**src/include/bsc_cfg.svh**
```systemverilog
`ifndef BSC_CFG_SVH
`define BSC_CFG_SVH

// first fetch address after reset
`define BSC_RESET_PC 32'h0000_0000

// depth of the shared program/data memory in 32-bit words
`define BSC_MEM_WORDS 256

// byte address where the data region starts
`define BSC_DATA_BASE 32'h0000_0200

`endif

```
**src/design/bsc_pkg.sv**
```systemverilog
`default_nettype none

package bsc_pkg;

   // data or instruction word
   typedef logic [31:0] word_t;

   // register index
   typedef logic [4:0] reg_addr_t;

   // word address into the shared memory
   typedef logic [7:0] mem_addr_t;

   // instruction function field
   typedef logic [2:0] funct3_t;

   // serial bit index within a word
   typedef logic [4:0] bit_cnt_t;

   // decoder sequencing states
   typedef enum logic [1:0] {
      IDLE       = 2'd0,
      INIT       = 2'd1,
      RUN        = 2'd2,
      FETCH_WAIT = 2'd3
   } decode_state_t;

endpackage

`default_nettype wire

```
**src/design/bsc_datapath.sv**
```systemverilog
`timescale 1ns/1ps
`default_nettype none

`include "bsc_cfg.svh"

module bsc_datapath (
   input  wire                      clk,
   input  wire                      i_rst,
   input  wire bsc_pkg::bit_cnt_t   i_cnt,
   input  wire                      i_cnt_en,
   input  wire                      i_init,
   input  wire                      i_run,
   input  wire                      i_rs1_bit,
   input  wire                      i_rs2_bit,
   input  wire                      i_imm_bit,
   input  wire                      i_alu_sub,
   input  wire [1:0]                i_alu_bool_op,
   input  wire                      i_op_b_imm,
   input  wire                      i_rd_sel_mem,
   input  wire                      i_pc_en,
   input  wire                      i_jump_sel,
   input  wire bsc_pkg::word_t      i_dbus_rdt,
   output logic                     o_rd_bit,
   output logic                     o_cmp_eq,
   output bsc_pkg::word_t           o_pc,
   output bsc_pkg::mem_addr_t       o_mem_addr
);

   logic first;
   logic op_b, cin, add_bit, carry, bool_bit;
   logic eq_r;
   logic pc_bit, pc4_bit, c4, c4_in, tgt_bit, cj, cj_in;
   bsc_pkg::word_t pc_next, addr_buf, load_word;

   assign first = (i_cnt == 5'd0);

   // serial adder that subtracts with the inverted operand and a carry in of one
   assign op_b    = (i_op_b_imm ? i_imm_bit : i_rs2_bit) ^ i_alu_sub;
   assign cin     = first ? i_alu_sub : carry;
   assign add_bit = i_rs1_bit ^ op_b ^ cin;

   always_comb begin
      case (i_alu_bool_op)
         2'b01:   bool_bit = i_rs1_bit ^ op_b;
         2'b10:   bool_bit = i_rs1_bit | op_b;
         default: bool_bit = i_rs1_bit & op_b;
      endcase
   end

   // current pc bit plus 4 and plus immediate
   assign pc_bit  = o_pc[i_cnt];
   assign c4_in   = first ? 1'b0 : c4;
   assign pc4_bit = pc_bit ^ (i_cnt == 5'd2) ^ c4_in;
   assign cj_in   = first ? 1'b0 : cj;
   assign tgt_bit = pc_bit ^ i_imm_bit ^ cj_in;

   // jal writes the return address
   always_comb begin
      if (i_rd_sel_mem)
         o_rd_bit = load_word[0];
      else if (i_jump_sel)
         o_rd_bit = pc4_bit;
      else if (i_alu_bool_op == 2'b00)
         o_rd_bit = add_bit;
      else
         o_rd_bit = bool_bit;
   end

   // equality including the bit on the operand lines this cycle
   assign o_cmp_eq   = (first | eq_r) & ~(i_rs1_bit ^ i_rs2_bit);
   assign o_mem_addr = addr_buf[9:2];

   always_ff @(posedge clk) begin
      if (i_cnt_en) begin
         carry <= (i_rs1_bit & op_b) | (cin & (i_rs1_bit ^ op_b));
      end
      if (i_init & i_cnt_en) begin
         eq_r     <= o_cmp_eq;
         addr_buf <= {add_bit, addr_buf[31:1]};
      end
      if (i_run & i_cnt_en) begin
         c4        <= (pc_bit & (i_cnt == 5'd2)) | (c4_in & (pc_bit ^ (i_cnt == 5'd2)));
         cj        <= (pc_bit & i_imm_bit) | (cj_in & (pc_bit ^ i_imm_bit));
         pc_next   <= {i_jump_sel ? tgt_bit : pc4_bit, pc_next[31:1]};
         load_word <= {1'b0, load_word[31:1]};
      end else if (!i_cnt_en) begin
         // memory read data stays valid until the next grant
         load_word <= i_dbus_rdt;
      end
      if (i_pc_en)
         o_pc <= pc_next;
      if (i_rst) begin
         o_pc  <= `BSC_RESET_PC;
         carry <= 1'b0;
         c4    <= 1'b0;
         cj    <= 1'b0;
         eq_r  <= 1'b0;
      end
   end

endmodule

`default_nettype wire

```
**config.mk**
```make
export PLATFORM = sky130hd
export DESIGN_NAME = bsc_datapath
export DESIGN_NICKNAME = d
export VERILOG_FILES = /design/src/design/bsc_pkg.sv /design/src/design/bsc_datapath.sv
export VERILOG_INCLUDE_DIRS = /design/src /design/src/include
export SDC_FILE = /design/constraint.sdc
export NUM_CORES = 1
export LEC_CHECK = 0
export BUFFER_PORTS_ARGS = -buffer_cell sky130_fd_sc_hd__buf_2
export CAP_MARGIN = 25
export CORE_MARGIN = 8
export CORE_UTILIZATION = 57
export CTS_BUF_LIST = sky130_fd_sc_hd__clkbuf_4 sky130_fd_sc_hd__clkbuf_8
export CTS_CLUSTER_DIAMETER = 120
export DETAILED_ROUTE_END_ITERATION = 10
export PLACE_DENSITY_LB_ADDON = 0.2
export SLEW_MARGIN = 30
export SYNTH_ARGS = -nofsm -noshare
export SYNTH_HDL_FRONTEND = slang
export SYNTH_SLANG_ARGS = --single-unit
```
**constraint.sdc**
```tcl
create_clock -name clk -period 3.55 [get_ports clk]
set_clock_uncertainty 0.05 [all_clocks]
set_input_delay 0.355 -clock clk [delete_from_list [all_inputs] [get_ports clk]]
set_output_delay 0.355 -clock clk [all_outputs]
set_load 0.1 [all_outputs]
```
# Word level (Yosys, flattened, before mapping)

Cells that the tools add are included.

Logic and storage cells: 52
Register bits: 132

$lt $le $gt $ge: 1
Reduce and logical (&&, ||, !) cells: 2
Bitwise operators: 23
Multiplexer cells: 13
Eq/ne operators: 4

Operators by type and width:

| operator           | count |
|---|---|
| $mux 31            | 2 |
| $and 1x1->1        | 9 |
| $mux 1             | 9 |
| $xor 1x1->1        | 8 |
| $lt 5x6->1 const B | 1 |
| $bmux 1 s5         | 1 |
| $eq 5x2->1 const B | 1 |
| $logic_not 5->1    | 1 |
| $or 1x1->1         | 5 |
| $eq 2x1->1 const B | 1 |
| $eq 2x2->1 const B | 1 |
| $logic_not 2->1    | 1 |
| $ne 2x1->1 const B | 1 |
| $pmux 1 s2         | 1 |
| $not 1->1          | 1 |

# Logic depth before layout (Yosys ltp)

Word-level depth: 7
Depth in mapped cells: 9
Mapped depth without buffers: 8

# Least setup slack after synthesis

No wires, ideal clock.

Kind: flip-flop to output port
Start point: reg o_pc[23]
End point: out o_rd_bit
Data arrival time: 3.419 ns
Setup slack: -0.274 ns
Cell stages (with the launch flop): 9
Required time: 3.145 ns
Path buffers: 0
Cells stage by stage: dfxtp_1 > mux4_2 > mux2i_1 > nor3b_1 > or4_1 > fa_1 > inv_1 > a21oi_1 > a22o_1

Word-level cells in the longest chain between the ends: 6

RTL lines:

| what                         | RTL line           | RTL |
|---|---|---|
| from (decl)                  | bsc_datapath.sv:25 | `output bsc_pkg::word_t o_pc,` |
| from (signal assigned)       | bsc_datapath.sv:91 | `o_pc <= pc_next;` |
| from (signal assigned)       | bsc_datapath.sv:93 | `` o_pc <= `BSC_RESET_PC; `` |
| $bmux 1 s5                   | bsc_datapath.sv:51 | `assign pc_bit = o_pc[i_cnt];` |
| $mux 1 (not written as such) | bsc_datapath.sv:51 |  |
| $xor 1x1->1 (2 in series)    | bsc_datapath.sv:53 | `assign pc4_bit = pc_bit ^ (i_cnt == 5'd2) ^ c4_in;` |
| $mux 1                       | bsc_datapath.sv:61 | `else if (i_jump_sel)` |
| $mux 1                       | bsc_datapath.sv:59 | `if (i_rd_sel_mem)` |
| to (decl)                    | bsc_datapath.sv:23 | `output logic o_rd_bit,` |

Every way passes these cells. The select of a mux whose other input is x is not followed.

# Final worst setup path

Start point: reg o_pc[21]
End point: out o_rd_bit

The elaborated chain is that of the path after synthesis.

==> flow_summary.toml <==
[detailed_routing]
drc = 0
via_per_inst = 5.336
detail-route-antenna-nets = 0
vias = 2855
drt-initial-drc-count = 81
wl_mm = 9.422
dr.pass1.iters = 4
post_drt_wl_per_cell_um = 17.61

[place]
gp_congestion = 0.7639
dp_hpwl_mm = 6.342
numPortBuffers = 93
dp_cells = 500

[die]
dieArea_um2 = 12200
die_height_um = 110.5
core-area_um2 = 8678
std_cell_rows = 34
die_w_um = 110.5
io_pins = 94
start_util_pct = 58.59

[synth]
yosysTopAreaCell = "edfxtp_1"
synth.top_cell.area_share_pct = 54.92
synth_cell_types = 32
avgSynthCellArea_um2 = 16.09
ys_warn_count = 0
syn-num-nets = 376
synth_common_cells = "edfxtp_1, nor2_1, mux2i_1"
synth_top_flop_cell = "edfxtp_1"
synth-seq-cells = 130
yosysSeqAreaShare_pct = 69.49
synthTopCellsByArea = "edfxtp_1, dfxtp_1, mux2i_1"
syn_area_um2 = 5085
ys_async_sr_fraction_pct = 0
synth_edf_count = 93
synthCells = 316
synth_most_common_cell = "edfxtp_1"

[critical_path]
critPathBufInv = 2
worstPathRequired_ns = 3.14
r2r-start = "o_pc[21]$_SDFFE_PP0P_"
crit_path_cell_trace = "mux4_2, mux2i_1, nor3b_2, or4_4, fa_1, inv_1, a21oi_2, a22o_2, buf_12"
crit_path_max_fanout = 3
reg2reg_slack_ns = 1.04
rr_worst_depth = 7
end_kind = "primary output"
critPathLaunchType = "flop"
reg2reg_to = "pc_next[31]$_DFFE_PP_"
arrival_ns = 2.99
cp_top_family = "multiplexers"
path_class = "flop to primary output"
worst_path_max_delay_cell = "or4_4"
slowest_delay_ns = 0.53

[clock_tree]
numCtsBuffers = 17
clock_latency_ns = 0.42
cts_tree = "done"
h-tree-depth = 4
cts_max_path_buffers = 2
clockRootBuffer = "clkbuf_8"
cts.hold.buffers_added = 0
cts_sinks = 130
clk_pin_slew_ns = 0.08

[sta]
maxSlewViolCount = 0
min_period_ns = 3.396
rsz0062_at_grt = "no"
finalCritPeriodShare_pct = 95.66
setup-violations-final = 0
slew_headroom_pct = 37.99
max_freq_ghz = 0.2945
finalHoldViolations = 0
totalNegativeSetupSlack_ns = 0
tightest_slew_ns = 0.9302

[finish]
final_nets = 474
fin_cells = 535
n_fill_cell = 621
syn2layout_area_growth_pct = 19.39
multiInputGateArea_um2 = 1406
seq_area_um2 = 3540
drive_above_1_share_pct = 42.62
n_antenna_cell = 0

[global_route]
grt_pass1_wl_mm = 14.98
antenna_found_initial = 0
grt_pass1_vias = 2996
grt_usage_pct = 15.46
gr-total-overflow = 0
grt_max_degree = 40

[pwr]
peakVddDrop_mv = 0.3338
p_per_area_nw_per_um2 = 573.6
p_leak_nw = 2.499

[flow_run]
cap_violations = 0

[worst_hold_path]
whs_path_depth = 2
hold_class = "input port to flop"
min_to = "load_word[31]$_SDFFE_PP0N_"
min_from = "i_run"

[outcome]
outcome = "complete, no violations"
worst max-delay path by stage:
stage	startpoint	to	slack, ns	depth (start not counted)
floorplan	o_pc[23]$_SDFFE_PP0P_	o_rd_bit	0.02	8
global placement	i_cnt[0]	o_rd_bit	0.13	10
detailed placement	i_cnt[0]	o_rd_bit	0.1	10
CTS	o_pc[23]$_SDFFE_PP0P_	o_rd_bit	0.02	9
global route	o_pc[21]$_SDFFE_PP0P_	o_rd_bit	0.01	9
finish	o_pc[21]$_SDFFE_PP0P_	o_rd_bit	0.15	9
power by group:
part	internal [mW]	switching (mW)	total (mW)
Clock	0.710	0.593	1.30
Sequential	1.72	0.0395	1.76
Combinational	0.128	0.292	0.420
worst reg2reg max path, stage by stage (launching register included):
cell and delay (ns):
dfxtp_2 0.34, mux4_2 0.46, mux2i_1 0.17, nor3b_2 0.07, or4_4 0.53, fa_1 0.49
inv_1 0.06, mux2i_1 0.16
repair_timing:
| action | CTS | global route |
|---|---|---|
| gates resized for setup | 0 | 10 |
| buffers inserted | 0 | 3 |
| hold endpoints to repair | 0 | 0 |
| setup endpoints to repair | 0 | 1 |
layer usage:
layer | GRT usage (%) | part of all wire [%] | vias to the layer above | routed length [um]
li1 | - | - | 1354 | -
met1 | 19.81 | 45 | 1405 | 4203
met2 | 23.21 | 48 | 79 | 4552
met3 | 5.195 | 5.6 | 17 | 523
met4 | 7.027 | 1.5 | 0 | 143
met5 | 0 | 0 | - | 0
logic make-up (layout without fill, tap and decap cells):
group,count (synthesis),count (layout),synth area share (%)
AOI/OAI and AO/OA,9,9,1.181
xor gates and xnor gates,2,2,0.3446
adders and majority gates,8,8,2.411
buffers and inverters,30,141,2.977
DFF,130,130,69.49
muxes,79,79,18.60
and+or+nand+nor,58,58,4.995
layout by cell type, fill, tap and decap left out, types with 6 or more instances in the layout:
cell type and count:
edfxtp_1 93, buf_2 92, nor2_1 40, mux2i_1 39, mux2_2 32, dfxtp_1 32
clkbuf_8 17, buf_4 8, inv_1 7, nand2_1 6, mux4_2 6
sequential cells by signal, summed over array words and instances, names as in the netlist:
| signal | flops |
|---|---|
| c4 | 1 |
| cj | 1 |
| carry | 1 |
| eq_r | 1 |
| load_word | 32 |
| pc_next | 32 |
| o_pc | 32 |
| addr_buf | 30 |
metrics by stage:
stage,worst slack (ns),hold WS [ns],cell area (um2),utilization (%),power [mW]
6_report,0.1542,0.09985,6071,69.95,3.482
5_1_grt,0.01203,0.08391,6071,69.95,3.599
4_1_cts,0.01995,0.06786,6037,69.56,3.509
3_5_place_dp,0.09782,0.3545,5618,64.73,2.209
3_3_place_gp,0.1275,0.3547,5618,64.73,2.201
2_1_floorplan,0.01664,0.3503,5086,-,2.107
final cells by class:
class / count / share of cell area, %
Sequential cell: 130 / 58.31
Multi-Input combinational cell: 156 / 23.17
Clock inverter: 14 / 2.927
Clock buffer: 18 / 3.978
Inverter: 8 / 0.4946
Timing Repair Buffer: 101 / 8.904
Tap cell: 108 / 2.226
(Power assumes the default switching activity.)
