`src/include/bsc_cfg.svh`:
```
`ifndef BSC_CFG_SVH
`define BSC_CFG_SVH

// first fetch address after reset
`define BSC_RESET_PC 32'h0000_0000

// depth of the shared program/data memory in 32-bit words
`define BSC_MEM_WORDS 256

// byte address where the data region starts
`define BSC_DATA_BASE 32'h0000_0200

`endif

```
`src/design/bsc_pkg.sv`:
```
`default_nettype none

package bsc_pkg;

   // data or instruction word
   typedef logic [31:0] word_t;

   // register index
   typedef logic [4:0] reg_addr_t;

   // word address into the shared memory
   typedef logic [7:0] mem_addr_t;

   // instruction function field
   typedef logic [2:0] funct3_t;

   // serial bit index within a word
   typedef logic [4:0] bit_cnt_t;

   // decoder sequencing states
   typedef enum logic [1:0] {
      IDLE       = 2'd0,
      INIT       = 2'd1,
      RUN        = 2'd2,
      FETCH_WAIT = 2'd3
   } decode_state_t;

endpackage

`default_nettype wire

```
`src/design/bsc_regfile.sv`:
```
`timescale 1ns/1ps
`default_nettype none

module bsc_regfile (
   input  wire                      clk,
   input  wire                      i_rd_en,
   input  wire bsc_pkg::reg_addr_t  i_rs1_addr,
   input  wire bsc_pkg::reg_addr_t  i_rs2_addr,
   input  wire                      i_cnt_en,
   input  wire                      i_we,
   input  wire bsc_pkg::reg_addr_t  i_rd_addr,
   input  wire                      i_rd_bit,
   output logic                     o_rs1_bit,
   output logic                     o_rs2_bit,
   output bsc_pkg::word_t           o_rs2_word,
   output bsc_pkg::word_t           o_rd_word
);

   bsc_pkg::word_t regs [0:31];
   bsc_pkg::word_t rs1_sh;

   assign o_rs1_bit = rs1_sh[0];
   assign o_rs2_bit = o_rs2_word[0];

   always_ff @(posedge clk) begin
      if (i_rd_en) begin
         rs1_sh     <= (i_rs1_addr == 5'd0) ? 32'd0 : regs[i_rs1_addr];
         o_rs2_word <= (i_rs2_addr == 5'd0) ? 32'd0 : regs[i_rs2_addr];
      end else if (i_cnt_en) begin
         // operands rotate back to their value after a full pass
         rs1_sh     <= {rs1_sh[0], rs1_sh[31:1]};
         o_rs2_word <= {o_rs2_word[0], o_rs2_word[31:1]};
      end
      if (i_cnt_en)
         o_rd_word <= {i_rd_bit, o_rd_word[31:1]};
      if (i_we && i_rd_addr != 5'd0)
         regs[i_rd_addr] <= o_rd_word;
   end

endmodule

`default_nettype wire

```
`config.mk`:
```
export PLATFORM = sky130hd
export DESIGN_NAME = bsc_regfile
export DESIGN_NICKNAME = d
export VERILOG_FILES = /design/src/include/bsc_cfg.svh /design/src/design/bsc_pkg.sv /design/src/design/bsc_regfile.sv
export SDC_FILE = /design/constraint.sdc
export NUM_CORES = 1
export LEC_CHECK = 0
export BUFFER_PORTS_ARGS = -buffer_cell sky130_fd_sc_hd__buf_2
export CORE_UTILIZATION = 55
export CTS_CLUSTER_DIAMETER = 50
export DETAILED_ROUTE_END_ITERATION = 7
export PLACE_DENSITY = 0.72
export SLEW_MARGIN = 20
export SYNTH_ARGS = -nofsm -noshare
export SYNTH_HDL_FRONTEND = slang
export SYNTH_SLANG_ARGS = --single-unit
```
`constraint.sdc`:
```
create_clock -name clk -period 3.62 [get_ports clk]
set_input_delay 0.724 -clock clk [delete_from_list [all_inputs] [get_ports clk]]
set_output_delay 0.724 -clock clk [all_outputs]
set_load 0.005 [all_outputs]
```
# After elaboration in Yosys (flattened, before gate mapping)
# Memory sizes are Yosys's and may differ from the RTL's.
# Cells that the tools add are included.
dict set report op_classes {
  mux 8
  n_reduce_logical 5
}
# op n
set ops {}
lappend ops {{2-to-1 mux 32 bit} 6}
lappend ops {{logical NOT 5 bit} 2}
lappend ops {{nonzero test 5 bit} 1}
lappend ops {{2-to-1 mux 1 bit} 2}
lappend ops {{nonzero test 2 bit} 1}
lappend ops {{logical AND 1 bit} 1}
dict set report totals {
  reg_bits 96
  mem_bits_rw 1024
  in_bits 20
  out_inout_bits 66
  wordCells 17
  memories 1
}
# memory words width read_ports rd_clocked_by_memory_dff wr line
set memory_table {}
lappend memory_table {regs 32 32 2 0 1 bsc_regfile.sv:19} ;# bsc_pkg::word_t regs [0:31];

# Longest topological paths before layout
# Gate-level depths: netlist of the first run.
dict set report depth {
  word_depth 4
  mapped_depth 9
  ltp_nobuf 4
}

# Least setup slack after synthesis of the first run
# No wires, ideal clock.
dict set report synth_path {
  path_type {in2reg}
  startpoint {input port i_rd_addr[1]}
  endpoint {memory regs[12][0] (netlist name), enable pin}
  setup_time_ps 421
  t_arrival_ps 2723
  required_time_ps 3199
  slack_ps 476
  path_stages 3
  path_buffers 1
  cell_sequence {or3b_2 > clkbuf_1 > nor2_1}
}
dict set report synth_via {
  elab_chain_len 4
}
# element line
set synth_rtl {}
lappend synth_rtl {{from (decl)} bsc_regfile.sv:11} ;# input wire bsc_pkg::reg_addr_t i_rd_addr,
lappend synth_rtl {{nonzero test 5 bit} bsc_regfile.sv:36} ;# if (i_we && i_rd_addr != 5'd0)
lappend synth_rtl {{logical AND 1 bit} bsc_regfile.sv:36}
lappend synth_rtl {{2-to-1 mux 1 bit} bsc_regfile.sv:36}
lappend synth_rtl {{2-to-1 mux 1 bit (not written as such)} bsc_regfile.sv:37} ;# regs[i_rd_addr] <= o_rd_word;
lappend synth_rtl {{to (decl)} bsc_regfile.sv:19}
# Several ways; a longest one is shown, not always the timed one.

# Worst setup path after layout of the first run
dict set report layout_path {
  startpoint {register o_rd_word[17]}
  endpoint {output port o_rd_word[17]}
}
# element line
set layout_rtl {}
lappend layout_rtl {{from (decl)} bsc_regfile.sv:16} ;# output bsc_pkg::word_t o_rd_word
lappend layout_rtl {{from (signal assigned)} bsc_regfile.sv:35} ;# o_rd_word <= {i_rd_bit, o_rd_word[31:1]};
# No word-level cell between the ends.

==> results.cfg, run 1 <==
[synth]
ys_types = 44
avgSynthCellArea_um2 = 20.5
post-synth-top-area-cell = edfxtp_1
synth_edf_count = 1120
synth_ff_type = edfxtp_1
netlist_area_mm2 = 0.0508
synth_area_leaders = edfxtp_1, mux4_2, mux2i_1
yosys_register_bits = 1120
synth_top_area_share_pct = 66.2
ys_seq_area_share_pct = 66.2
yosysWarnings = 0
synthCells = 2478
async_flop_share_pct = 0

[cts]
clockRootBuffer = clkbuf_16
post_cts_buffers = 0
cts_sinks = 1120
cts_resized = 0
postCtsHoldBufs = 0
worstSkewPairLatency_ps = 720
max-clock-path-buffers = 3
cts.htree.levels = 3
cts_buffers = 119
cts.clk_slew.worst_paths_ps = 60
cts_tree = yes

[grt]
grt_pass1_vias = 30289
grt_usage_pct = 34.0
grt_pass1_wl_um = 222000
grt_max_degree = 59
antenna_found_initial = 6
grt-ovfl-total = 0

[timing]
drv_slew = 0
skew_ps = 23.8
rsz0062_at_grt = false
fin_ws_ps = 817
fin_setup_tns_ps = 0
relSlewSlack_pct = 25.5
hold_slack_ps = 197
hold_viol_final = 0
tightest_slew_ps = 1120
fin_crit_ps = 2800
period_share_pct = 77.4
setup_viol = 0
clock.fmax_mhz = 357

[power_and_ir_drop]
power_frac_seq_pct = 50.3
swShare_pct = 23.1
power_frac_clock_pct = 41.7
switchingPower_w = 0.00676
p_per_area_mw_per_mm2 = 504
post-layout-total-power_w = 0.0292
irDropWorstVdd_v = 0.000455
pwr-share-comb_pct = 8.0
p_leak_nw = 18.9
intPower_w = 0.0225

[hold_path]
min-delay-start = i_rd_bit
holdPathEnd = o_rd_word[31]
min_path_type = in -> reg
hold_depth = 1

[routing]
dr.pass1.iters = 6
drc_errors = 0
vias = 30096
routed_via_density = 7.51
wl_per_cell_um = 39.2
drt_iter0_drc = 4222
drt-total-wl_um = 157000
ant_nets = 0

[floorplan]
die_x_um = 306
die_h_um = 306
rows = 111
initial_core_util_pct = 55.5
io_pins = 86
dieArea_mm2 = 0.0935
core_area_mm2 = 0.0915

[worst_setup_path]
r2r_slack_ps = 1340
r2r_end = rs1_sh[30]
critPathRequiredTime_ps = 2900
critPathMaxFanout = 34
r2r_cells = 4
r2r-start = regs[6][30]
slowest_stage = edfxtp_1
arrival_ps = 2080
slowest_delay_ps = 1080
critPathTopFamily = flip-flops
worst-path-buf-inv = 1
critical_path_class = reg -> out
start_kind = flop
cp.depth = 1
path_cells = buf_2
end_kind = primary output

[layout]
finalNonFillerCells = 4005
final_nets = 2738
layout-drive-gt1-share_pct = 37.7
synthToLayoutAreaGrowth_pct = 14.2

[flow_run]
maxCapViolations = 0

[placement]
place_ws_ps = 570
hpwlAfterDp_um = 91800
dpl.cell_count = 3780
port_buffers = 85
gp_congestion = 0.856

[outcome]
status = finished, final reports clean
==> logic make-up after synthesis <==
| group | Yosys count | share of synthesized area [%] |
|---|---|---|
| compound gates | 300 | 4.98 |
| other cells | 1 | 0.00739 |
| simple gates | 159 | 1.39 |
| mux | 681 | 25.1 |
| flops | 1120 | 66.2 |
| buf+inv | 217 | 2.32 |
==> through the flow <==
step	util [%]	cell area (um^2)
after global placement	59.0	54000
after global routing	63.3	58000
final	63.3	58000
after CTS	63.3	57900
after detailed placement	59.0	54000
after floorplan	-	50900
==> how the worst max path moves through the flow <==
| stage | startpoint | to | slack (ps) |
|---|---|---|---|
| 6_report | o_rd_word[17] | o_rd_word[17] | 820 |
| 5_1_grt | o_rd_word[17] | o_rd_word[17] | 730 |
| 4_1_cts | o_rd_word[10] | o_rd_word[10] | 730 |
| 3_5_place_dp | i_rs2_addr[0] | o_rs2_word[15] | 570 |
| 3_3_place_gp | i_rs2_addr[0] | o_rs2_word[15] | 530 |
| 2_1_floorplan | i_rd_addr[1] | regs[12][0] | 480 |
==> state kept, by name, summed over array words and instances (netlist names) <==
signal      count
o_rd_word      32
o_rs2_word     32
regs         1024
rs1_sh         32
==> placed cells by master (no fill, tap or decap), types with 12 or more instances in the layout <==
cell type and n:
mux2_2 76, conb_1 32, buf_4 158, bufinv_16 12, o2bb2ai_1 31, a22oi_1 33
a211oi_1 36, inv_1 17, o32ai_1 15, a22o_1 33, clkbuf_16 121, o22ai_1 15
nor2_4 33, clkinv_2 22, clkbuf_1 16, buf_12 41, mux2i_1 141, a221o_1 31
clkinv_1 26, o221ai_1 30, nand2_1 53, edfxtp_1 1120, a221oi_1 37, nor2_1 34
buf_2 80, mux4_2 464
==> cell usage after synthesis (2+ instances only) <==
cell       number
o221ai_1       30
a2bb2oi_1       8
nand3_1         2
buf_6          19
nor2_1         68
clkbuf_1       81
a31oi_1         8
o22ai_1        15
and2_1          3
o2bb2ai_1      31
edfxtp_1     1120
or3_1           2
nand2_1        54
buf_1           8
o21ai_1         3
nand3b_1        5
nand2b_1        7
a211oi_1       36
mux2i_1       141
nor2b_1        11
buf_4          42
a22o_1         33
a31o_2          5
a22oi_1        33
mux4_2        464
or2_2           2
a2111oi_0       9
o32ai_1        15
inv_1          17
or3b_2          4
a221o_1        31
mux2_2         76
buf_2          48
a221oi_1       37
==> per-layer routing <==
layer | wire, um | up-vias | GRT usage [%]
met1 | 55200 | 15799 | 45.8
met3 | 19800 | 496 | 8.26
met2 | 74300 | 2457 | 53.3
met4 | 7850 | 6 | 15.3
li1 | - | 11338 | -
met5 | 39 | - | 0
==> final cells by class <==
type | instances | area, um^2
Sequential cell | 1120 | 33600
Fill cell | 6065 | 33500
Multi-Input combinational cell | 1172 | 16400
Clock buffer | 137 | 3090
Timing Repair Buffer | 287 | 2520
Tap cell | 1186 | 1480
Clock inverter | 84 | 806
Inverter | 18 | 67.6
Antenna cell | 1 | 2.50
==> power groups by stage <==
stage	sequential, W	clock [W]	combinational [W]
final	0.0147	0.0122	0.00234
after global placement	0.0150	0	0.00225
after CTS	0.0147	0.0122	0.00230
after detailed placement	0.0150	0	0.00228
after floorplan	0.0149	0	0.00135
after global routing	0.0147	0.0127	0.00243
Power figures use the tool's default switching activity.
==> inputs of run 2 (changes only) <==
- PLACE_DENSITY: 0.72 -> 0.75
- clock period: 3.62 -> 2.5 ns (I/O delays scaled with it)
==> run 2 against run 1 <==
Compared with the run above:
- sequential cell count stayed put
- sequential power is 45% higher
- utilization is 1.8 points higher
- critical path depth stayed put
- first-iteration DRC count is 18% higher
- register-to-register slack worse by 860 ps
- clock power is 53% higher
- hold slack better by 160 ps
- non-clock buffer count is 95 higher
- setup slack worse by 640 ps
- combinational power is 54% higher
- critical endpoint is now o_rd_word[0]
- largest power group unchanged
- highest routed layer unchanged
==> results.cfg, run 2 (synthesis gave the netlist of run 1 again) <==
[outcome]
status = finished, final reports clean

[worst_setup_path]
endpoint = o_rd_word[0]
slowest_delay_ps = 850
r2r_cells = 5
end_kind = primary output
cp-startpoint = o_rd_word[0]
worst-path-buf-inv = 1
slowest_stage = edfxtp_1
r2r-start = regs[15][0]
critPathTopFamily = flip-flops
cp.depth = 1
critPathMaxFanout = 18
r2r_slack_ps = 480
path_cells = buf_2
critPathRequiredTime_ps = 2000
arrival_ps = 1820
start_kind = flop
critical_path_class = reg -> out
r2r_end = o_rs2_word[0]

[floorplan]
dieArea_mm2 = 0.0935
die_x_um = 306
core_area_mm2 = 0.0915
die_h_um = 306
rows = 111
initial_core_util_pct = 55.5
io_pins = 86

[power_and_ir_drop]
swShare_pct = 22.8
intPower_w = 0.0336
pwr-share-comb_pct = 8.3
post-layout-total-power_w = 0.0436
power_frac_clock_pct = 42.9
switchingPower_w = 0.00994
power_frac_seq_pct = 48.8
irDropWorstVdd_v = 0.000671
p_per_area_mw_per_mm2 = 731
p_leak_nw = 19.7

[timing]
clock.fmax_mhz = 431
fin_setup_tns_ps = 0
rsz0062_at_grt = false
fin_ws_ps = 181
drv_slew = 0
period_share_pct = 92.8
hold_slack_ps = 360
hold_viol_final = 0
fin_crit_ps = 2320
relSlewSlack_pct = 25.9
tightest_slew_ps = 1110
setup_viol = 0
skew_ps = 26.9

[grt]
antenna_found_initial = 5
grt_pass1_wl_um = 225000
grt_max_degree = 48
grt_usage_pct = 34.4
grt_pass1_vias = 31573
grt-ovfl-total = 0

[layout]
fillers = 5859
layout_common_cells = edfxtp_1, mux4_2, buf_4
layout-drive-gt1-share_pct = 39.7
layout_commonest_cell = edfxtp_1
final_nets = 2846
largest_reg_flops = 1024
synthToLayoutAreaGrowth_pct = 17.5
design_area_mm2 = 0.0596
largest_register = regs

[hold_path]
min_path_type = in -> reg
min-delay-start = i_cnt_en

[cts]
max-clock-path-buffers = 3
cts.clk_slew.worst_paths_ps = 60
cts_buffers = 132
clockRootBuffer = clkbuf_16
cts.htree.levels = 4
cts_sinks = 1120
worstSkewPairLatency_ps = 740
cts_resized = 0
cts_tree = yes

[routing]
wl_per_cell_um = 38.6
vias = 30862
drt_iter0_drc = 5001
routed_via_density = 7.51
dr.pass1.iters = 6
drc_errors = 0
ant_nets = 0
drt-total-wl_um = 159000

[placement]
gp_congestion = 0.858
port_buffers = 85
place_ws_ps = -343
hpwlAfterDp_um = 91300
dpl-instance-area_mm2 = 0.0553

[flow_run]
maxCapViolations = 0
==> run 2: cell count changes in the layout (fill, tap and decap cells not counted), moves of 4 or more <==
cell	delta
buf_12	+50
buf_4	+43
buf_6	+4
clkbuf_1	+10
clkbuf_16	+17
clkinv_1	-6
clkinv_2	-9
clkinv_8	+5
==> run 2: layout make-up <==
class                      instances  area, um^2  share of cell area, %
inverter                          18        67.6                  0.113
clock inverter                    68         667                   1.12
tap                             1186        1480                   2.49
antenna                            1        2.50                0.00420
timing repair buffer             382        3860                   6.47
clock buffer                     164        3550                   5.95
multi-input combinational       1172       16400                   27.5
sequential                      1120       33600                   56.4
==> run 2: repair_timing <==
| action | 4_1_cts | 5_1_grt |
|---|---|---|
| setup buffers | 9 | 0 |
| hold buffers | 1 | 0 |
| hold endpoints to repair | 1 | 0 |
| endpoints found under the setup margin | 9 | 0 |
==> run 2: per-stage QoR <==
| step | cells | utilization (%) |
|---|---|---|
| after global placement | 3868 | 60.4 |
| after CTS | 4110 | 65.2 |
| final | 4111 | 65.2 |
| after floorplan | 2509 | - |
| after detailed placement | 3868 | 60.4 |
| after global routing | 4110 | 65.2 |
==> run 2: power groups by stage <==
| stage | Sequential, W | Combinational [W] | Clock, W |
|---|---|---|---|
| 2_1_floorplan | 0.0216 | 0.00196 | 0 |
| 3_3_place_gp | 0.0217 | 0.00340 | 0 |
| 3_5_place_dp | 0.0217 | 0.00348 | 0 |
| 4_1_cts | 0.0213 | 0.00355 | 0.0188 |
| 5_1_grt | 0.0213 | 0.00373 | 0.0195 |
| 6_report | 0.0213 | 0.00360 | 0.0187 |
==> run 2: metal layers <==
layer	up-vias	global-route usage [%]	share of wire, %
met4	8	16.8	5.5
met5	-	0	0.029
met2	2688	52.5	46
met1	16069	46.7	35
met3	546	8.94	14
li1	11551	-	-
==> run 2: worst min-delay path by stage <==
stage / to / cells after the start
after floorplan: rs1_sh[30] / 2
after CTS: o_rd_word[2] / 2
after detailed placement: rs1_sh[23] / 1
after global routing: o_rd_word[3] / 2
final: o_rd_word[2] / 2
after global placement: rs1_sh[23] / 1
