--- config.mk ---
export PLATFORM = sky130hd
export DESIGN_NAME = bsc_bus_arbiter
export DESIGN_NICKNAME = d
export VERILOG_FILES = /design/src/include/bsc_cfg.svh /design/src/design/bsc_pkg.sv /design/src/design/bsc_bus_arbiter.sv
export SDC_FILE = /design/constraint.sdc
export NUM_CORES = 1
export LEC_CHECK = 0
export BUFFER_PORTS_ARGS = -buffer_cell sky130_fd_sc_hd__clkbuf_2
export CAP_MARGIN = 10
export CORE_ASPECT_RATIO = 2
export CORE_MARGIN = 8
export CORE_UTILIZATION = 22
export CTS_CLUSTER_SIZE = 8
export DETAILED_ROUTE_END_ITERATION = 10
export HOLD_SLACK_MARGIN = 0.08
export PLACE_DENSITY = 0.75
export SYNTH_ARGS = -nofsm -noshare
export SYNTH_HDL_FRONTEND = slang
export SYNTH_SLANG_ARGS = --single-unit
--- constraint.sdc ---
create_clock -name clk -period 1.3 [get_ports clk]
set_input_delay 0.26 -clock clk [delete_from_list [all_inputs] [get_ports clk]]
set_output_delay 0.26 -clock clk [all_outputs]
set_load 0.005 [all_outputs]
--- src/include/bsc_cfg.svh ---
`ifndef BSC_CFG_SVH
`define BSC_CFG_SVH

// first fetch address after reset
`define BSC_RESET_PC 32'h0000_0000

// depth of the shared program/data memory in 32-bit words
`define BSC_MEM_WORDS 256

// byte address where the data region starts
`define BSC_DATA_BASE 32'h0000_0200

`endif

--- src/design/bsc_pkg.sv ---
`default_nettype none

package bsc_pkg;

   // data or instruction word
   typedef logic [31:0] word_t;

   // register index
   typedef logic [4:0] reg_addr_t;

   // word address into the shared memory
   typedef logic [7:0] mem_addr_t;

   // instruction function field
   typedef logic [2:0] funct3_t;

   // serial bit index within a word
   typedef logic [4:0] bit_cnt_t;

   // decoder sequencing states
   typedef enum logic [1:0] {
      IDLE       = 2'd0,
      INIT       = 2'd1,
      RUN        = 2'd2,
      FETCH_WAIT = 2'd3
   } decode_state_t;

endpackage

`default_nettype wire

--- src/design/bsc_bus_arbiter.sv ---
`timescale 1ns/1ps
`default_nettype none

module bsc_bus_arbiter (
   input  wire                      clk,
   input  wire                      i_rst,
   input  wire                      i_load_en,
   input  wire bsc_pkg::mem_addr_t  i_load_addr,
   input  wire bsc_pkg::word_t      i_load_data,
   input  wire                      i_dbus_req,
   input  wire                      i_dbus_we,
   input  wire bsc_pkg::mem_addr_t  i_dbus_addr,
   input  wire bsc_pkg::word_t      i_dbus_wdata,
   input  wire                      i_ibus_req,
   input  wire bsc_pkg::mem_addr_t  i_ibus_addr,
   output logic                     o_mem_en,
   output logic                     o_mem_we,
   output bsc_pkg::mem_addr_t       o_mem_addr,
   output bsc_pkg::word_t           o_mem_wdata,
   input  wire                      i_mem_ack,
   output logic                     o_dbus_ack,
   output logic                     o_ibus_ack
);

   logic gnt_d, gnt_i, gnt_d_r, gnt_i_r, busy;

   // a core request still holds its level in the cycle of its ack
   assign busy  = gnt_d_r | gnt_i_r;
   assign gnt_d = ~i_load_en & ~busy & i_dbus_req;
   assign gnt_i = ~i_load_en & ~busy & ~i_dbus_req & i_ibus_req;

   assign o_mem_en    = i_load_en | gnt_d | gnt_i;
   assign o_mem_we    = i_load_en | (gnt_d & i_dbus_we);
   assign o_mem_addr  = i_load_en ? i_load_addr : (gnt_d ? i_dbus_addr : i_ibus_addr);
   assign o_mem_wdata = i_load_en ? i_load_data : i_dbus_wdata;

   assign o_dbus_ack = i_mem_ack & gnt_d_r;
   assign o_ibus_ack = i_mem_ack & gnt_i_r;

   always_ff @(posedge clk) begin
      gnt_d_r <= gnt_d;
      gnt_i_r <= gnt_i;
      if (i_rst) begin
         gnt_d_r <= 1'b0;
         gnt_i_r <= 1'b0;
      end
   end

endmodule

`default_nettype wire

# Word-level counts from Yosys, hierarchy flattened
# Cells that the tools add are included.
word_totals:
  input_bits: 95
  out_inout_bits: 44
  latchBits: 0
  wordCells: 19
  register_bits: 2
  rom_bits: 0
  mem_count: 0
  ram_bits: 0
op_classes:
  mux: 3
  bitwise: 14
  n_reduce_logical: 0
  multipliers: 0
  n_shift: 0
  div: 0
  eq_ne: 0
  addsub: 0
  n_lt_le_gt_ge: 0
ops:
  columns: ["cell", "count"]
  rows:
  - ["32-bit 2-to-1 mux", 1]
  - ["8-bit 2-to-1 mux", 2]
  - ["1-bit AND", 7]
  - ["1-bit OR", 4]
  - ["1-bit NOT", 3]

# Depth between registers and ports, before layout
# Gate-level depths: netlist of the first run.
logic_depth:
  depth_word: 6
  mapped_depth: 4
  ltp_nobuf: 3

# Worst setup path after synthesis of the first run
# No wires, ideal clock.
synth_path:
  path_type: "register -> output"
  from: "reg gnt_i_r"
  to: "out o_mem_addr[0]"
  stages_incl_launch_ff: 5
  slack_ns: 0.075
  path_buffers: 1
  t_arrival_ns: 0.965
  path_cell_list: "dfxtp_1 -> or3b_1 -> buf_6 -> nand2_1 -> a21oi_1"
synth_via:
  elab_chain_cells: 6
synth_lines:
  columns: ["element", "line_no", "source"]
  rows:
  - ["start: declaration", "bsc_bus_arbiter.sv:25", "logic gnt_d, gnt_i, gnt_d_r, gnt_i_r, busy;"]
  - ["start signal: assignment", "bsc_bus_arbiter.sv:42", "gnt_i_r <= gnt_i;"]
  - ["1-bit OR", "bsc_bus_arbiter.sv:28", "assign busy = gnt_d_r | gnt_i_r;"]
  - ["1-bit NOT", "bsc_bus_arbiter.sv:29", "assign gnt_d = ~i_load_en & ~busy & i_dbus_req;"]
  - ["1-bit AND (2 in series)", "bsc_bus_arbiter.sv:29", null]
  - ["8-bit 2-to-1 mux (2 in series)", "bsc_bus_arbiter.sv:34", "assign o_mem_addr = i_load_en ? i_load_addr : (gnt_d ? i_dbus_addr : i_ibus_addr);"]
  - ["end: declaration", "bsc_bus_arbiter.sv:18", "output bsc_pkg::mem_addr_t o_mem_addr,"]
# No other way between the ends.

# Worst setup path after layout of the first run
layout_path:
  from: "reg gnt_i_r"
  to: "out o_mem_addr[2]"
# Same word-level chain as after synthesis.

==> impl_metrics.csv, run 1 <==
group,metric,value,unit
global_route,global_route.overflow_total,0,
clock_tree,tritoncts_clock_tree,"built",
worst_setup_path,timing.critical_path.to_type,"output port",
pwr,post-layout-total-power,884,µW
placed_design,placed_cells_incl_taps,254,
worst_setup_path,r2r_setup_slack,0.13,ns
worst_setup_path,crit_arrival,1.33,ns
yosys,yosysUniqueCellTypes,18,
worst_setup_path,critPathKind,"reg2out",
floorplanning,ioPinCount,139,
yosys,post_synth_instance_area,687,µm²
outcome,run_status,"finished with violations",
cells_and_area,layout.filler_cells,271,
floorplanning,die_h,95.0,µm
min_path,worstHoldEndpoint,"gnt_d_r",
sta,hold_ws,0.228,ns
cells_and_area,area_delta_synth_final,147,%
sta,worst_slew_pin_slew,0.182,ns
worst_setup_path,number_of_cells_on_the_worst_reg_to_reg_path,4,
placed_design,place.gp.congestion,0.740,
global_route,grt_start_max_net_pins,15,
global_route,gr-usage-all-layers,0.164,
route,postRouteAntennaNets,0,
global_route,first_global_vias,1358,
sta,final_critical_path_setup_slack,-0.293,ns
yosys,syn_inst,84,
sta,finClkSkew,0.00411,ns
clock_tree,cts_root_buf,"sky130_fd_sc_hd__clkbuf_8",
pwr,clock_power_share,0.286,
sta,report.final.hold_viol_count,0,
floorplanning,start_util,0.231,
cells_and_area,finish.cell_count_without_fillers,262,
pwr,internal_cell_power,610,µW
cells_and_area,antennaDiodeCount,0,
min_path,min-delay-start,"i_rst",
clock_tree,clockBufferDepth,2,
sta,final.min_clock_period,1.59,ns
route,num_vias,1241,
cells_and_area,mostFrequentLayoutCells,"sky130_fd_sc_hd__clkbuf_2 (136), sky130_fd_sc_hd__mux2_2 (32), sky130_fd_sc_hd__a21oi_1 (12)",
pwr,power.density,521,nW/µm²
route,detail_route.wirelength,4730,µm
worst_setup_path,critical_path_required,1.04,ns
yosys,post_synthesis_net_count,179,
yosys,ys_seq_area_frac,0.0583,
route,routed_via_density,4.74,
sta,layout_worst_path_cycle_share,1.23,
clock_tree,numClockSinks,2,
min_path,path_class_of_the_lowest_slack_min_delay_path,"in2reg",
worst_setup_path,timing.rr.start,"gnt_i_r",
yosys,synthesis.area_per_instance,8.18,µm²
sta,fmax,0.628,GHz
clock_tree,insertion_delay,0.22,ns
cells_and_area,multiInputGateArea,646,µm²
sta,rsz_0062_raised_after_global_routing,"true",
sta,final_max_slew_viol_count,0,
floorplanning,die_area,5270,µm²
clock_tree,worst_setup_hold_path_clk_slew,0.03,ns
cells_and_area,seq_area,42.5,µm²
cells_and_area,final_common_cell,"sky130_fd_sc_hd__clkbuf_2",
yosys,yosysWarningCount,0,
pwr,p_switching,274,µW
worst_setup_path,worstPathBufferInverterCount,2,
global_route,grt_first_pass_wirelength,6930,µm
placed_design,buffer_ports.inserted,138,
worst_setup_path,critPathTopFamily,"simple AND/OR/NAND/NOR gates",
sta,setup-violations-final,9,
worst_setup_path,cpMaxStageDelayCell,"sky130_fd_sc_hd__or3b_4",
cells_and_area,finish.net_count,329,
worst_setup_path,path_cells,"or3b_4, buf_6, nand2_1, a21oi_1, clkbuf_2",
placed_design,dpl.hpwl,3950,µm
sta,timing.max_slew.rel_slack,0.879,
job,cap_violations,0,
clock_tree,cts_max_level,1,
pwr,vdd_drop_max,0.364,mV
outcome,violations,"negative setup slack",
floorplanning,fp.coreArea,2980,µm²
route,initialDrtViolationCount,8,
pwr,share_comb_of_total_power,0.638,
clock_tree,numCtsBuffers,3,
global_route,grt_antenna_before_repair,0,
worst_setup_path,timing.critical_path.slowest_cell_delay,0.42,ns
pwr,leakage_power_summed_over_all_cells,0.000961,µW
clock_tree,cts_hold_buffers,0,
route,drt_first_pass_iters,4,
worst_setup_path,worstSetupStartpointType,"register",
min_path,timing.hold.worst_path_depth,2,
pwr,power.sequential.fraction,0.076,
route,post_drt_wl_per_cell,18.1,µm
worst_setup_path,worstPathMaxFanout,5,
cells_and_area,layout-drive-gt1-share,0.871,
floorplanning,die_w,55.5,µm
pwr,power_switching_share,0.310,
worst_setup_path,endpoint_of_the_worst_slack_reg_to_reg_timing_path,"gnt_d_r",
floorplanning,standard_cell_rows,28,
yosys,register_bit_total_from_synthesis,2,
route,post-route-drc-count,0,
==> through the flow <==
step	util	cell area, µm²	TNS, ns	setup WS, ns
floorplan	-	687	0	0.0748
global placement	0.497	1480	-0.840	-0.0796
detailed placement	0.497	1480	-1.09	-0.105
CTS	0.569	1700	-2.36	-0.295
global route	0.569	1700	-2.70	-0.343
finish	0.569	1700	-2.32	-0.293
==> Yosys cell counts (all sizes together) <==
cell / count / area, µm²
o21ai: 1 / 5.00
a21oi: 16 / 80.1
nor3b: 1 / 18.8
clkbuf: 2 / 8.75
nor2: 2 / 7.51
nor2b: 8 / 50.1
a21o: 1 / 7.51
nand2: 8 / 30.0
or3b: 1 / 8.76
mux2: 32 / 360
dfxtp: 2 / 40.0
nor3: 1 / 10.0
and4b: 1 / 10.0
and2: 2 / 12.5
buf: 5 / 31.3
nand2b: 1 / 6.26
==> registers in the layout, summed over array words and instances (netlist names) <==
register and cells:
gnt_d_r 1, gnt_i_r 1
==> per-layer routing <==
layer / wire, µm / vias up / track usage
li1: - / 600 / -
met1: 1580 / 539 / 0.139
met2: 2400 / 98 / 0.302
met3: 690 / 4 / 0.104
met4: 62 / 0 / 0.0620
met5: 0 / - / 0
==> power by group through the flow <==
stage	Sequential [µW]	Clock [µW]	Combinational, µW
3_5_place_dp	67.3	0	494
3_3_place_gp	67.1	0	486
2_1_floorplan	67.2	0	195
5_1_grt	67.6	262	608
6_report	67.3	253	564
4_1_cts	67.1	253	571
==> worst reg2reg max path, stage by stage, from the launching register on <==
cell and delay (ns):
sky130_fd_sc_hd__dfxtp_2 0.33, sky130_fd_sc_hd__or3b_4 0.42, sky130_fd_sc_hd__buf_6 0.14, sky130_fd_sc_hd__buf_4 0.13, sky130_fd_sc_hd__nor3_2 0.08
==> timing repair <==
action | 4_1_cts | 5_1_grt
pin swaps | 5 | 2
buffers inserted | 1 | 0
setup endpoints to repair | 39 | 10
gates cloned | 4 | 0
resized for setup | 26 | 1
==> final cells by class <==
| type | instances | share of cell area |
|---|---|---|
| multi-input combinational | 75 | 0.381 |
| tap | 30 | 0.0221 |
| timing repair buffer | 152 | 0.548 |
| clock buffer | 3 | 0.0244 |
| sequential | 2 | 0.0251 |
==> how the worst max path moves through the flow <==
stage / from / endpoint / cells past startpoint
floorplan: gnt_i_r / o_mem_addr[0] / 4
global placement: i_dbus_req / o_mem_addr[6] / 6
detailed placement: i_dbus_req / o_mem_addr[4] / 6
CTS: gnt_d_r / o_mem_addr[2] / 5
global route: gnt_i_r / o_mem_addr[0] / 5
finish: gnt_i_r / o_mem_addr[2] / 5
==> cells by family after synthesis <==
family / count (synthesis) / share of synthesized area
DFF: 2 / 0.0583
and+or+nand+nor: 25 / 0.224
muxes: 32 / 0.525
buffers and inverters: 7 / 0.0583
AOI/OAI and AO/OA: 18 / 0.135
Power figures use the tool's default switching activity.
==> run 2: changes to the inputs <==
Settings changed: REMOVE_ABC_BUFFERS set to 1, SKIP_LAST_GASP set to 1.
==> run 2 against run 1 <==
The flow still finishes with violations (negative setup slack). Hold slack improved by 0.0041 ns. Non-clock buffer count down 1. First-iteration DRC count unchanged. Clock skew down 0.0037 ns. Power down 3.3%. Worst setup slack got worse by 0.0097 ns. Combinational power shrank 2%. Core utilization grew 0.25 points. Wire length decreased by 14%. Clock power down 5%. Global-route usage is 2.0 points lower. Register-to-register slack worse by 0.02 ns. Critical path type unchanged. Highest routed layer unchanged.
==> impl_metrics.csv, run 2 (synthesis results as in run 1) <==
group,metric,value,unit
outcome,run_status,"finished with violations",
outcome,violations,"negative setup slack",
worst_setup_path,timing.critical_path.to_type,"output port",
cells_and_area,seq_area,47.5,µm²
clock_tree,insertion_delay,0.21,ns
sta,final_max_slew_viol_count,0,
sta,worst_slew_pin_slew,0.192,ns
worst_setup_path,crit_arrival,1.34,ns
pwr,power.density,502,nW/µm²
global_route,gr-usage-all-layers,0.145,
floorplanning,fp.coreArea,2980,µm²
sta,report.final.hold_viol_count,0,
cells_and_area,finish.cell_count_without_fillers,261,
worst_setup_path,critPathKind,"reg2out",
sta,fmax,0.624,GHz
cells_and_area,layout-drive-gt1-share,0.879,
worst_setup_path,r2r_setup_slack,0.11,ns
cells_and_area,final_common_cell,"sky130_fd_sc_hd__clkbuf_2",
cells_and_area,multiInputGateArea,652,µm²
job,cap_violations,0,
global_route,grt_start_max_net_pins,14,
route,detail_route.wirelength,4060,µm
sta,layout_worst_path_cycle_share,1.23,
cells_and_area,antennaDiodeCount,0,
sta,timing.max_slew.rel_slack,0.872,
sta,tns,-2.37,ns
min_path,min-delay-start,"i_rst",
worst_setup_path,endpoint_of_the_worst_slack_reg_to_reg_timing_path,"gnt_d_r",
placed_design,buffer_ports.inserted,138,
clock_tree,cts_max_level,1,
pwr,leakage_power_summed_over_all_cells,0.000957,µW
sta,finClkSkew,0.000398,ns
clock_tree,cts_root_buf,"sky130_fd_sc_hd__clkbuf_8",
cells_and_area,layout_top_registers,"gnt_d_r (1), gnt_i_r (1)",
placed_design,placed_cells_incl_taps,252,
floorplanning,die_area,5270,µm²
route,postRouteAntennaNets,0,
global_route,first_global_vias,1396,
clock_tree,clockBufferDepth,2,
floorplanning,ioPinCount,139,
clock_tree,numClockSinks,2,
clock_tree,cts_hold_buffers,0,
sta,final_critical_path_setup_slack,-0.303,ns
floorplanning,die_h,95.0,µm
route,initialDrtViolationCount,8,
min_path,worstHoldEndpoint,"gnt_d_r",
clock_tree,tritoncts_clock_tree,"built",
placed_design,place.gp.congestion,0.731,
worst_setup_path,worstPathMaxFanout,6,
route,post_drt_wl_per_cell,15.6,µm
floorplanning,start_util,0.231,
worst_setup_path,timing.rr.start,"gnt_d_r",
sta,rsz_0062_raised_after_global_routing,"true",
worst_setup_path,worstSetupStartpointType,"register",
min_path,path_class_of_the_lowest_slack_min_delay_path,"in2reg",
worst_setup_path,critical_path_required,1.04,ns
floorplanning,standard_cell_rows,28,
clock_tree,numCtsBuffers,3,
pwr,post-layout-total-power,854,µW
cells_and_area,finish.net_count,328,
route,drt_first_pass_iters,2,
sta,setup-violations-final,9,
route,post-route-drc-count,0,
global_route,grt_antenna_before_repair,0,
pwr,vdd_drop_max,0.271,mV
floorplanning,die_w,55.5,µm
min_path,timing.hold.worst_path_depth,2,
worst_setup_path,number_of_cells_on_the_worst_reg_to_reg_path,4,
sta,final.min_clock_period,1.60,ns
placed_design,dpl.hpwl,3480,µm
global_route,grt_first_pass_wirelength,6450,µm
global_route,global_route.overflow_total,0,
route,num_vias,1202,
route,routed_via_density,4.61,
worst_setup_path,timing.critical_path.from,"gnt_d_r",
cells_and_area,area_delta_synth_final,148,%
cells_and_area,layout.filler_cells,309,
clock_tree,worst_setup_hold_path_clk_slew,0.03,ns
cells_and_area,mostFrequentLayoutCells,"sky130_fd_sc_hd__clkbuf_2 (130), sky130_fd_sc_hd__mux2_2 (32), sky130_fd_sc_hd__a21oi_1 (11)",
run 2: power by group:
group | switching, µW | internal, µW
combinational | 201 | 349
sequential | 3.02 | 61.6
clock | 44.5 | 195
run 2: layout make-up:
type	instances	share of cell area
clock buffers	3	0.0242
multi-input cells	75	0.383
flip-flops and latches	2	0.0279
well taps	30	0.0220
repair buffers	151	0.543
run 2: worst max path at each step:
stage | to | slack (ns)
final | o_mem_addr[2] | -0.30
after global routing | o_mem_addr[2] | -0.35
after CTS | o_mem_addr[4] | -0.29
after detailed placement | o_mem_addr[0] | -0.11
after global placement | o_mem_addr[2] | -0.10
after floorplan | o_mem_addr[0] | 0.06
run 2: stage by stage:
stage	hold WS [ns]	utilization	area, µm²	setup slack, ns
final	0.232	0.572	1700	-0.303
after detailed placement	0.460	0.488	1450	-0.110
after floorplan	0.329	-	647	0.0567
after global placement	0.454	0.488	1450	-0.103
after CTS	0.234	0.555	1650	-0.287
after global routing	0.232	0.572	1700	-0.350
run 2: critical path: stages (launching register included):
cell and delay (ns):
sky130_fd_sc_hd__dfxtp_4 0.35, sky130_fd_sc_hd__or3b_4 0.40, sky130_fd_sc_hd__buf_6 0.15, sky130_fd_sc_hd__nand2_2 0.06
sky130_fd_sc_hd__a21oi_2 0.04, sky130_fd_sc_hd__buf_2 0.13
run 2: what timing repair did:
action	4_1_cts	5_1_grt
gates cloned	4	0
pin swaps	1	9
setup buffers	1	1
gates resized for setup	14	22
setup endpoints to repair	42	10
run 2: per-layer routing:
metal / track usage / routed length (µm)
met1: 0.131 / 1330
met2: 0.283 / 2330
met3: 0.0706 / 390
met4: 0.0248 / 10
met5: 0 / 0
